### src/source/gpio_params.svh
// GPIO sizes and register map
`ifndef GPIO_PARAMS_SVH
`define GPIO_PARAMS_SVH

// pin count
`define GPIO_WIDTH 12

// request port widths
`define GPIO_ADDR_BITS 12
`define GPIO_DATA_BITS 64
`define GPIO_STRB_BITS (`GPIO_DATA_BITS/8)
`define GPIO_HALF_BITS (`GPIO_DATA_BITS/2)  // lower/upper word split

// word index field of the address
`define GPIO_IDX_MSB 11
`define GPIO_IDX_LSB 3
`define GPIO_IDX_BITS (`GPIO_IDX_MSB-`GPIO_IDX_LSB+1)

// register word indices
`define GPIO_REG_DIR 9'd0  // direction / input levels
`define GPIO_REG_OUT 9'd1  // output level / scratch
`define GPIO_REG_IRQ 9'd2  // enable / pending

`endif

### src/source/gpio_pkg.sv
// GPIO shared types
package gpio_pkg;

  // kind of access presented to the register bank
  typedef enum logic [1:0] {
    op_none,   // idle cycle
    op_read,
    op_write
  } gpio_op_e;

  // register word selected by the address index
  typedef enum logic [1:0] {
    sel_dir,   // index 0
    sel_out,   // index 1
    sel_irq,   // index 2
    sel_bad    // unmapped, answers with err
  } gpio_sel_e;

  // first the op, then the word it targets
  typedef struct packed {
    gpio_op_e  op;
    gpio_sel_e sel;
  } gpio_acc_t;

  localparam gpio_acc_t GPIO_ACC_IDLE = '{op: op_none, sel: sel_bad};

endpackage : gpio_pkg

### src/source/gpio_req_if.sv
// Decoded register access bus
`include "gpio_params.svh"

interface gpio_req_if;

  gpio_pkg::gpio_op_e              op;     // from control
  gpio_pkg::gpio_sel_e             sel;    // decoded word
  logic [`GPIO_DATA_BITS-1:0]      wdata;
  logic [`GPIO_STRB_BITS-1:0]      wstrb;
  logic [`GPIO_DATA_BITS-1:0]      rdata;  // registered read data

  // request decoder side
  modport ctrl (
    output op,
    output sel,
    output wdata,
    output wstrb,
    input  rdata
  );

  // register bank side
  modport regs (
    input  op,
    input  sel,
    input  wdata,
    input  wstrb,
    output rdata
  );

endinterface : gpio_req_if

### src/source/gpio_in_sync.sv
// GPIO input synchronizer
`include "gpio_params.svh"

module gpio_in_sync (
  input  logic                    clk,
  input  logic                    nrst,
  input  logic [`GPIO_WIDTH-1:0]  i_gpio,
  output logic [`GPIO_WIDTH-1:0]  o_sync,
  output logic [`GPIO_WIDTH-1:0]  o_rise
);

  logic [`GPIO_WIDTH-1:0] meta_q;  // first stage, may go metastable
  logic [`GPIO_WIDTH-1:0] sync_q;  // second stage, safe to use
  logic [`GPIO_WIDTH-1:0] prev_q;  // last synchronized level

  always_ff @(posedge clk or negedge nrst) begin
    if (!nrst) begin
      meta_q <= '0;
      sync_q <= '0;
    end else begin
      meta_q <= i_gpio;
      sync_q <= meta_q;
    end
  end

  // edge detector runs on the clean level
  always_ff @(posedge clk or negedge nrst) begin
    if (!nrst) begin
      prev_q <= '0;
    end else begin
      prev_q <= sync_q;
    end
  end

  assign o_sync = sync_q;
  assign o_rise = sync_q & ~prev_q;  // high for one cycle per low-to-high

endmodule : gpio_in_sync

### src/source/gpio_ctrl.sv
// GPIO request decoder
`include "gpio_params.svh"

module gpio_ctrl (
  input  logic                        clk,
  input  logic                        nrst,
  input  logic                        i_req_valid,
  input  logic                        i_req_write,
  input  logic [`GPIO_ADDR_BITS-1:0]  i_req_addr,
  input  logic [`GPIO_DATA_BITS-1:0]  i_req_wdata,
  input  logic [`GPIO_STRB_BITS-1:0]  i_req_wstrb,
  gpio_req_if.ctrl                    bus,
  output logic                        o_resp_valid,
  output logic                        o_resp_err
);

  gpio_pkg::gpio_acc_t        acc;
  logic [`GPIO_IDX_BITS-1:0]  idx;
  logic                       resp_valid_q;
  logic                       resp_err_q;
  logic                       bad_req;

  assign idx = i_req_addr[`GPIO_IDX_MSB:`GPIO_IDX_LSB];  // 64-bit word index

  // classify the request and pick the register word
  always_comb begin
    acc = gpio_pkg::GPIO_ACC_IDLE;
    if (i_req_valid) begin
      if (i_req_write) begin
        acc.op = gpio_pkg::op_write;
      end else begin
        acc.op = gpio_pkg::op_read;
      end
    end
    case (idx)
      `GPIO_REG_DIR: acc.sel = gpio_pkg::sel_dir;
      `GPIO_REG_OUT: acc.sel = gpio_pkg::sel_out;
      `GPIO_REG_IRQ: acc.sel = gpio_pkg::sel_irq;
      default:       acc.sel = gpio_pkg::sel_bad;
    endcase
  end

  assign bad_req = (acc.op != gpio_pkg::op_none) && (acc.sel == gpio_pkg::sel_bad);

  // decoded access goes straight to the bank
  assign bus.op    = acc.op;
  assign bus.sel   = acc.sel;
  assign bus.wdata = i_req_wdata;
  assign bus.wstrb = i_req_wstrb;

  // response one cycle after the request, no stall
  always_ff @(posedge clk or negedge nrst) begin
    if (!nrst) begin
      resp_valid_q <= 1'b0;
      resp_err_q   <= 1'b0;
    end else begin
      resp_valid_q <= (acc.op != gpio_pkg::op_none);
      resp_err_q   <= bad_req;  // unmapped index
    end
  end

  assign o_resp_valid = resp_valid_q;
  assign o_resp_err   = resp_err_q;

endmodule : gpio_ctrl

### src/source/gpio_regs.sv
// GPIO register bank
`include "gpio_params.svh"

module gpio_regs (
  input  logic                    clk,
  input  logic                    nrst,
  gpio_req_if.regs                bus,
  input  logic [`GPIO_WIDTH-1:0]  i_sync,
  input  logic [`GPIO_WIDTH-1:0]  i_rise,
  output logic [`GPIO_WIDTH-1:0]  o_gpio,
  output logic [`GPIO_WIDTH-1:0]  o_gpio_dir,
  output logic [`GPIO_WIDTH-1:0]  o_irq
);

  logic [`GPIO_WIDTH-1:0]     dir_q;
  logic [`GPIO_WIDTH-1:0]     out_q;
  logic [`GPIO_HALF_BITS-1:0] scratch_q;
  logic [`GPIO_WIDTH-1:0]     ie_q;
  logic [`GPIO_WIDTH-1:0]     pend_q;
  logic [`GPIO_WIDTH-1:0]     pend_set;
  logic [`GPIO_WIDTH-1:0]     pend_clr;
  logic [`GPIO_DATA_BITS-1:0] rd_mux;
  logic [`GPIO_DATA_BITS-1:0] rdata_q;
  logic [`GPIO_WIDTH-1:0]     wr_lo_data;
  logic [`GPIO_WIDTH-1:0]     wr_hi_data;
  logic                       wr;
  logic                       wr_lo;
  logic                       wr_hi;
  logic                       dir_we;
  logic                       out_we;
  logic                       scratch_we;
  logic                       ie_we;
  logic                       pend_we;

  assign wr    = (bus.op == gpio_pkg::op_write);
  assign wr_lo = wr && (|bus.wstrb[`GPIO_STRB_BITS/2-1:0]);
  assign wr_hi = wr && (|bus.wstrb[`GPIO_STRB_BITS-1:`GPIO_STRB_BITS/2]);

  assign wr_lo_data = bus.wdata[`GPIO_WIDTH-1:0];
  assign wr_hi_data = bus.wdata[`GPIO_HALF_BITS +: `GPIO_WIDTH];

  // word enables follow the decoded select only
  assign dir_we     = wr_lo && (bus.sel == gpio_pkg::sel_dir);
  assign out_we     = wr_lo && (bus.sel == gpio_pkg::sel_out);
  assign scratch_we = wr_hi && (bus.sel == gpio_pkg::sel_out);
  assign ie_we      = wr_lo && (bus.sel == gpio_pkg::sel_irq);
  assign pend_we    = wr_hi && (bus.sel == gpio_pkg::sel_irq);

  assign pend_set = i_rise & dir_q;                      // input pins only
  assign pend_clr = pend_we ? wr_hi_data : '0;           // write one to clear

  always_ff @(posedge clk or negedge nrst) begin
    if (!nrst) begin
      dir_q     <= '1;  // all pins start as inputs
      out_q     <= '0;
      scratch_q <= '0;
      ie_q      <= '0;
      pend_q    <= '0;
    end else begin
      if (dir_we)     dir_q     <= wr_lo_data;
      if (out_we)     out_q     <= wr_lo_data;
      if (scratch_we) scratch_q <= bus.wdata[`GPIO_DATA_BITS-1:`GPIO_HALF_BITS];
      if (ie_we)      ie_q      <= wr_lo_data;
      pend_q <= (pend_q & ~pend_clr) | pend_set;  // set beats clear
    end
  end

  // read side sees the values before this cycle's write
  always_comb begin
    rd_mux = '0;
    case (bus.sel)
      gpio_pkg::sel_dir: begin
        rd_mux[`GPIO_WIDTH-1:0]                 = dir_q;
        rd_mux[`GPIO_HALF_BITS +: `GPIO_WIDTH]  = i_sync;  // read only
      end
      gpio_pkg::sel_out: begin
        rd_mux[`GPIO_WIDTH-1:0]                       = out_q;
        rd_mux[`GPIO_DATA_BITS-1:`GPIO_HALF_BITS]     = scratch_q;
      end
      gpio_pkg::sel_irq: begin
        rd_mux[`GPIO_WIDTH-1:0]                 = ie_q;
        rd_mux[`GPIO_HALF_BITS +: `GPIO_WIDTH]  = pend_q;
      end
      default: ;  // unmapped reads zero
    endcase
  end

  always_ff @(posedge clk) begin
    if (bus.op != gpio_pkg::op_none) rdata_q <= rd_mux;
  end

  assign bus.rdata  = rdata_q;
  assign o_gpio     = out_q;
  assign o_gpio_dir = dir_q;
  assign o_irq      = pend_q & ie_q;

endmodule : gpio_regs

### src/source/gpio_top.sv
// GPIO peripheral top level
`include "gpio_params.svh"

module gpio_top (
  input  logic                        clk,
  input  logic                        nrst,
  input  logic                        i_req_valid,
  input  logic                        i_req_write,
  input  logic [`GPIO_ADDR_BITS-1:0]  i_req_addr,
  input  logic [`GPIO_DATA_BITS-1:0]  i_req_wdata,
  input  logic [`GPIO_STRB_BITS-1:0]  i_req_wstrb,
  output logic                        o_resp_valid,
  output logic [`GPIO_DATA_BITS-1:0]  o_resp_rdata,
  output logic                        o_resp_err,
  input  logic [`GPIO_WIDTH-1:0]      i_gpio,
  output logic [`GPIO_WIDTH-1:0]      o_gpio,
  output logic [`GPIO_WIDTH-1:0]      o_gpio_dir,
  output logic [`GPIO_WIDTH-1:0]      o_irq
);

  logic [`GPIO_WIDTH-1:0] sync_lvl;
  logic [`GPIO_WIDTH-1:0] sync_rise;

  gpio_req_if u_bus ();

  gpio_ctrl u_ctrl (
    .clk          (clk),
    .nrst         (nrst),
    .i_req_valid  (i_req_valid),
    .i_req_write  (i_req_write),
    .i_req_addr   (i_req_addr),
    .i_req_wdata  (i_req_wdata),
    .i_req_wstrb  (i_req_wstrb),
    .bus          (u_bus.ctrl),
    .o_resp_valid (o_resp_valid),
    .o_resp_err   (o_resp_err)
  );

  gpio_regs u_regs (
    .clk        (clk),
    .nrst       (nrst),
    .bus        (u_bus.regs),
    .i_sync     (sync_lvl),
    .i_rise     (sync_rise),
    .o_gpio     (o_gpio),
    .o_gpio_dir (o_gpio_dir),
    .o_irq      (o_irq)
  );

  gpio_in_sync u_sync (
    .clk    (clk),
    .nrst   (nrst),
    .i_gpio (i_gpio),
    .o_sync (sync_lvl),
    .o_rise (sync_rise)
  );

  assign o_resp_rdata = u_bus.rdata;  // registered in the bank

endmodule : gpio_top

### config.mk
export PLATFORM = sky130hd
export DESIGN_NAME = gpio_top
export DESIGN_NICKNAME = d
export VERILOG_FILES = /design/src/source/gpio_pkg.sv /design/src/source/gpio_req_if.sv /design/src/source/gpio_in_sync.sv /design/src/source/gpio_ctrl.sv /design/src/source/gpio_regs.sv /design/src/source/gpio_top.sv
export VERILOG_INCLUDE_DIRS = /design/src /design/src/source
export SDC_FILE = /design/constraint.sdc
export NUM_CORES = 1
export LEC_CHECK = 0
export ABC_AREA = 1
export ABC_CLOCK_PERIOD_IN_PS = 1290
export BUFFER_PORTS_ARGS = -buffer_cell sky130_fd_sc_hd__buf_2
export CAP_MARGIN = 15
export CORE_MARGIN = 3
export CORE_UTILIZATION = 50
export CTS_CLUSTER_SIZE = 40
export DETAILED_ROUTE_END_ITERATION = 8
export PLACE_DENSITY = 0.76
export SLEW_MARGIN = 40
export SYNTH_ARGS = -nofsm -noshare
export SYNTH_HDL_FRONTEND = slang
export SYNTH_HIERARCHICAL = 1
export SYNTH_SLANG_ARGS = --single-unit
### constraint.sdc
create_clock -name clk -period 1.29 [get_ports clk]
set_clock_uncertainty 0.05 [all_clocks]
set_input_delay 0.129 -clock clk [delete_from_list [all_inputs] [get_ports clk]]
set_output_delay 0.129 -clock clk [all_outputs]
set_load 0.01 [all_outputs]
### Word-level counts from Yosys, hierarchy flattened

Cells that the tools add are included.

| storage, ports and cells | value |
|---|---|
| bits in registers | 162 |
| input bits | 100 |
| logic and storage cells | 44 |

| operators by class | value |
|---|---|
| reductions and logical operators | 13 |
| bitwise logic cells | 7 |
| equal/unequal tests | 6 |
| multiplexer cells | 6 |

Operator list:

| kind | count |
|---|---|
| one-hot mux 12 bit (3 select lines) | 2 |
| bitwise AND 12 bit | 4 |
| NOT 12 bit | 2 |
| two-way mux 12 bit | 1 |
| OR 12 bit | 1 |
| == test 9 x 1 -> 1 bit, second input constant | 1 |
| == test 9 x 2 -> 1 bit, second input constant | 1 |
| zero test 9 bit | 1 |
| logical AND 1 bit | 8 |
| OR reduction 4 bit | 2 |
| == test 2 bit, second input constant | 3 |
| one-hot mux 2 bit (3 select lines) | 1 |
| two-way mux 2 bit | 2 |
| == test 2 x 1 -> 1 bit, second input constant | 1 |
| zero test 2 bit | 1 |
| nonzero test 2 bit | 1 |

### Logic depth before layout (Yosys ltp)

| depth | value |
|---|---|
| depth after elaboration | 9 |
| mapped depth | 11 |

### Cells and area by module

Netlist, hierarchy kept.

By module, submodules not included:

| module | times used | cells an instance | area each (µm²) |
|---|---|---|---|
| gpio_regs | 1 | 574 | 5490.3 |
| gpio_in_sync | 1 | 60 | 1021.0 |
| gpio_ctrl | 1 | 95 | 700.7 |

### Worst setup path after synthesis

Ideal clock, no wire load.

| path | value |
|---|---|
| path kind | input -> register |
| start | input i_req_valid |
| end | register u_regs.rdata_q[0] (netlist: u_regs/bus.rdata[0]), enable pin |
| path slack | -119 ps |
| required time | 858 ps |
| buffers on the path | 0 |
| setup time | 382 ps |
| cell stages on the path | 3 |
| arrival time | 977 ps |
| path through | inv_1 nor2_1 or2_2 |

| between the ends | value |
|---|---|
| cells in the longest elaborated chain, start to end | 2 |

Ends and longest elaborated chain:

| item | line | source |
|---|---|---|
| start: declaration | gpio_top.sv:7 | `input logic i_req_valid,` |
| two-way mux 2 bit | gpio_ctrl.sv:28 | `if (i_req_valid) begin` |
| net u_bus.op[0] | gpio_req_if.sv:6 | `gpio_pkg::gpio_op_e op;` |
| nonzero test 2 bit | gpio_regs.sv:89 | `if (bus.op != gpio_pkg::op_none) rdata_q <= rd_mux;` |
| end signal: assignment | gpio_regs.sv:89 |  |
| end: declaration | gpio_regs.sv:23 | `` logic [`GPIO_DATA_BITS-1:0] rdata_q; `` |

The timed path passes the listed nets, and every way through them passes these cells.
A chain may end at the register's enable or synchronous reset.

### Worst setup path in the final report

| path | value |
|---|---|
| start | register u_regs.pend_q[7] |
| end | output o_irq[7] |

| between the ends | value |
|---|---|
| cells in the longest elaborated chain, start to end | 1 |

Ends and longest elaborated chain:

| item | line | source |
|---|---|---|
| start: declaration | gpio_regs.sv:19 | `` logic [`GPIO_WIDTH-1:0] pend_q; `` |
| start signal: assignment | gpio_regs.sv:64 | `pend_q <= (pend_q & ~pend_clr) \| pend_set;` |
| bitwise AND 12 bit | gpio_regs.sv:95 | `assign o_irq = pend_q & ie_q;` |
| end: declaration | gpio_top.sv:18 | `` output logic [`GPIO_WIDTH-1:0] o_irq `` |

No other way between the ends.

==> summary.txt <==
Leakage - 4.59 nW
Clk root buf - clkbuf_16
Diodes inserted - 0
Worst vdd ir - 1.01 mV
Tcrit/Tclk final - 1.00
Chip width - 125 um
Status - finished with violations
Worst Hold Class - input pin to flop
Total CTS buffers - 17
Max Slew Vio Count - 0
Initial antenna violation count - 0
Detailed placer's ending HPWL - 10300 um
Layout Cells excl Fill - 1109
RSZ-0062 raised after global routing - yes
Crit-path max FO - 3
Die area - 15600 um2
Syn. warnings - 6
Kind of critical path - flop to primary output
Commonest non-fill, non-tap cell in the layout - nand2_1
Share of cells above drive strength 1 - 0.347
Avg WL per Cell - 14.6 um
Final setup violation count - 1
GR Overflow Total - 0
Placer Congestion - 0.774
Synth Cell Area - 7060 um2
Via count - 5288
Setup_tns - -0.00411 ns
CP top delay family - flip-flops
Vias in the first global route - 5171
Final Hold Viols - 0
Pwr Total - 11.2 mW
H-tree Lvls - 4
CORE AREA - 13500 um2
CP max-delay cell - dfrtp_1
Fillers - 961
Drt first-iter violations - 408
1st-pass router iterations - 7
Crit-path cells - nand2_1, inv_1, buf_2
Antenna Nets Post-Route - 0
Total power per unit cell area - 1210 nW/um2
Port Buffers - 158
Worst setup EP type - primary output
Total track usage - 0.208
Cell count after synthesis - 709
Failing checks - negative setup slack
Layout overhead on the synthesized area - 31.6%
Ports - 202
Clock sink count - 162
Drt total wl - 16200 um
CP Launch Type - flop
Hold slack final - 0.0401 ns
Largest net degree at the start of global routing - 93
Min setup slack post-route - -0.00411 ns
Crit-path max cell delay - 0.41 ns
Clk_lat worst skew - 0.43 ns
Worst-case clock buffer depth - 2
Starting Density - 0.523
Clk slew on worst S/H paths - 0.06 ns
# rows - 42
Period minus WS final - 1.29 ns
Maxcap violations - 0
Placed cells - 993
Critical Path AT - 1.12 ns
Layout net count - 1020
DRC errors left - 0
First-pass GRT wire length - 25800 um
Worst path buffer plus inverter count - 2
Vias per Instance - 4.77
Die Span Y - 125 um
Syn avg cell area - 9.96 um2
CTS tree - built
Critical Path RT - 1.11 ns
Most frequent cells in the layout - 189 x nand2_1, 144 x buf_2, 106 x dfrtp_1
Fmax - 0.773 GHz
[worst paths after layout]
path,depth (start not counted),to,from,slack [ns]
min reg2reg,0,u_sync/o_sync[3],u_sync/meta_q[3],0.30
max in group asynchronous,3,u_regs/o_gpio_dir[11],nrst,0.56
max,3,o_irq[7],u_regs/pend_q[7],-0.004
max reg2reg,4,u_regs/bus.rdata[10],u_regs/o_gpio_dir[10],0.24
min,5,u_ctrl/o_resp_err,i_req_addr[4],0.04
min in group asynchronous,3,u_sync/meta_q[6],nrst,0.20
[where the power goes]
group | switching [mW] | leakage (nW) | internal, mW | total [mW]
combinational | 0.432 | 2.41 | 0.376 | 0.808
sequential | 0.0795 | 1.91 | 5.45 | 5.53
clock | 2.01 | 0.275 | 2.89 | 4.90
[stage by stage]
stage / area, um2 / worst slack (ns) / utilization
CTS: 9140 / 0.0000813 / 0.677
finish: 9290 / -0.00411 / 0.688
detailed placement: 7850 / -0.317 / 0.581
global placement: 7850 / -0.241 / 0.581
floorplan: 7170 / -0.0113 / -
global route: 9290 / -0.0471 / 0.688
[final cells by class]
type / instances / area, um2 / share of cell area
Sequential cell: 162 / 4290 / 0.462
Timing Repair Buffer: 269 / 2030 / 0.219
Multi-Input combinational cell: 372 / 1800 / 0.194
Clock buffer: 19 / 443 / 0.0477
Inverter: 98 / 370 / 0.0399
Tap cell: 176 / 220 / 0.0237
Clock inverter: 13 / 136 / 0.0147
[metal layers]
layer  global-route usage  share of wire  vias up
met3               0.0562          0.078       31
met1                0.270           0.41     2499
met4               0.0772          0.018        0
met5                    0              0        -
li1                     -              -     2529
met2                0.337           0.50      229
[tightest hold or removal path, cell delays in order]
cell and delay, ns:
buf_2 0.10, nor3_4 0.04, nand2_2 0.08, nand2_1 0.06, nor2_1 0.07
[registers in the layout (all words and copies together) (netlist names)]
register             cells
u_ctrl/o_resp_valid      1
u_regs/o_gpio_dir       12
u_regs/pend_q           12
u_sync/prev_q           12
u_regs/ie_q             12
u_sync/meta_q           12
u_ctrl/o_resp_err        1
u_sync/o_sync           12
u_regs/o_gpio           12
u_regs/bus.rdata        44
u_regs/scratch_q        32
[timing repair]
item	CTS	global route
endpoints found under the hold margin	206	0
resized for setup	5	14
endpoints found under the setup margin	13	21
buffers inserted	12	13
hold buffers	59	0
pin swaps	1	6
Power figures use the tool's default switching activity.
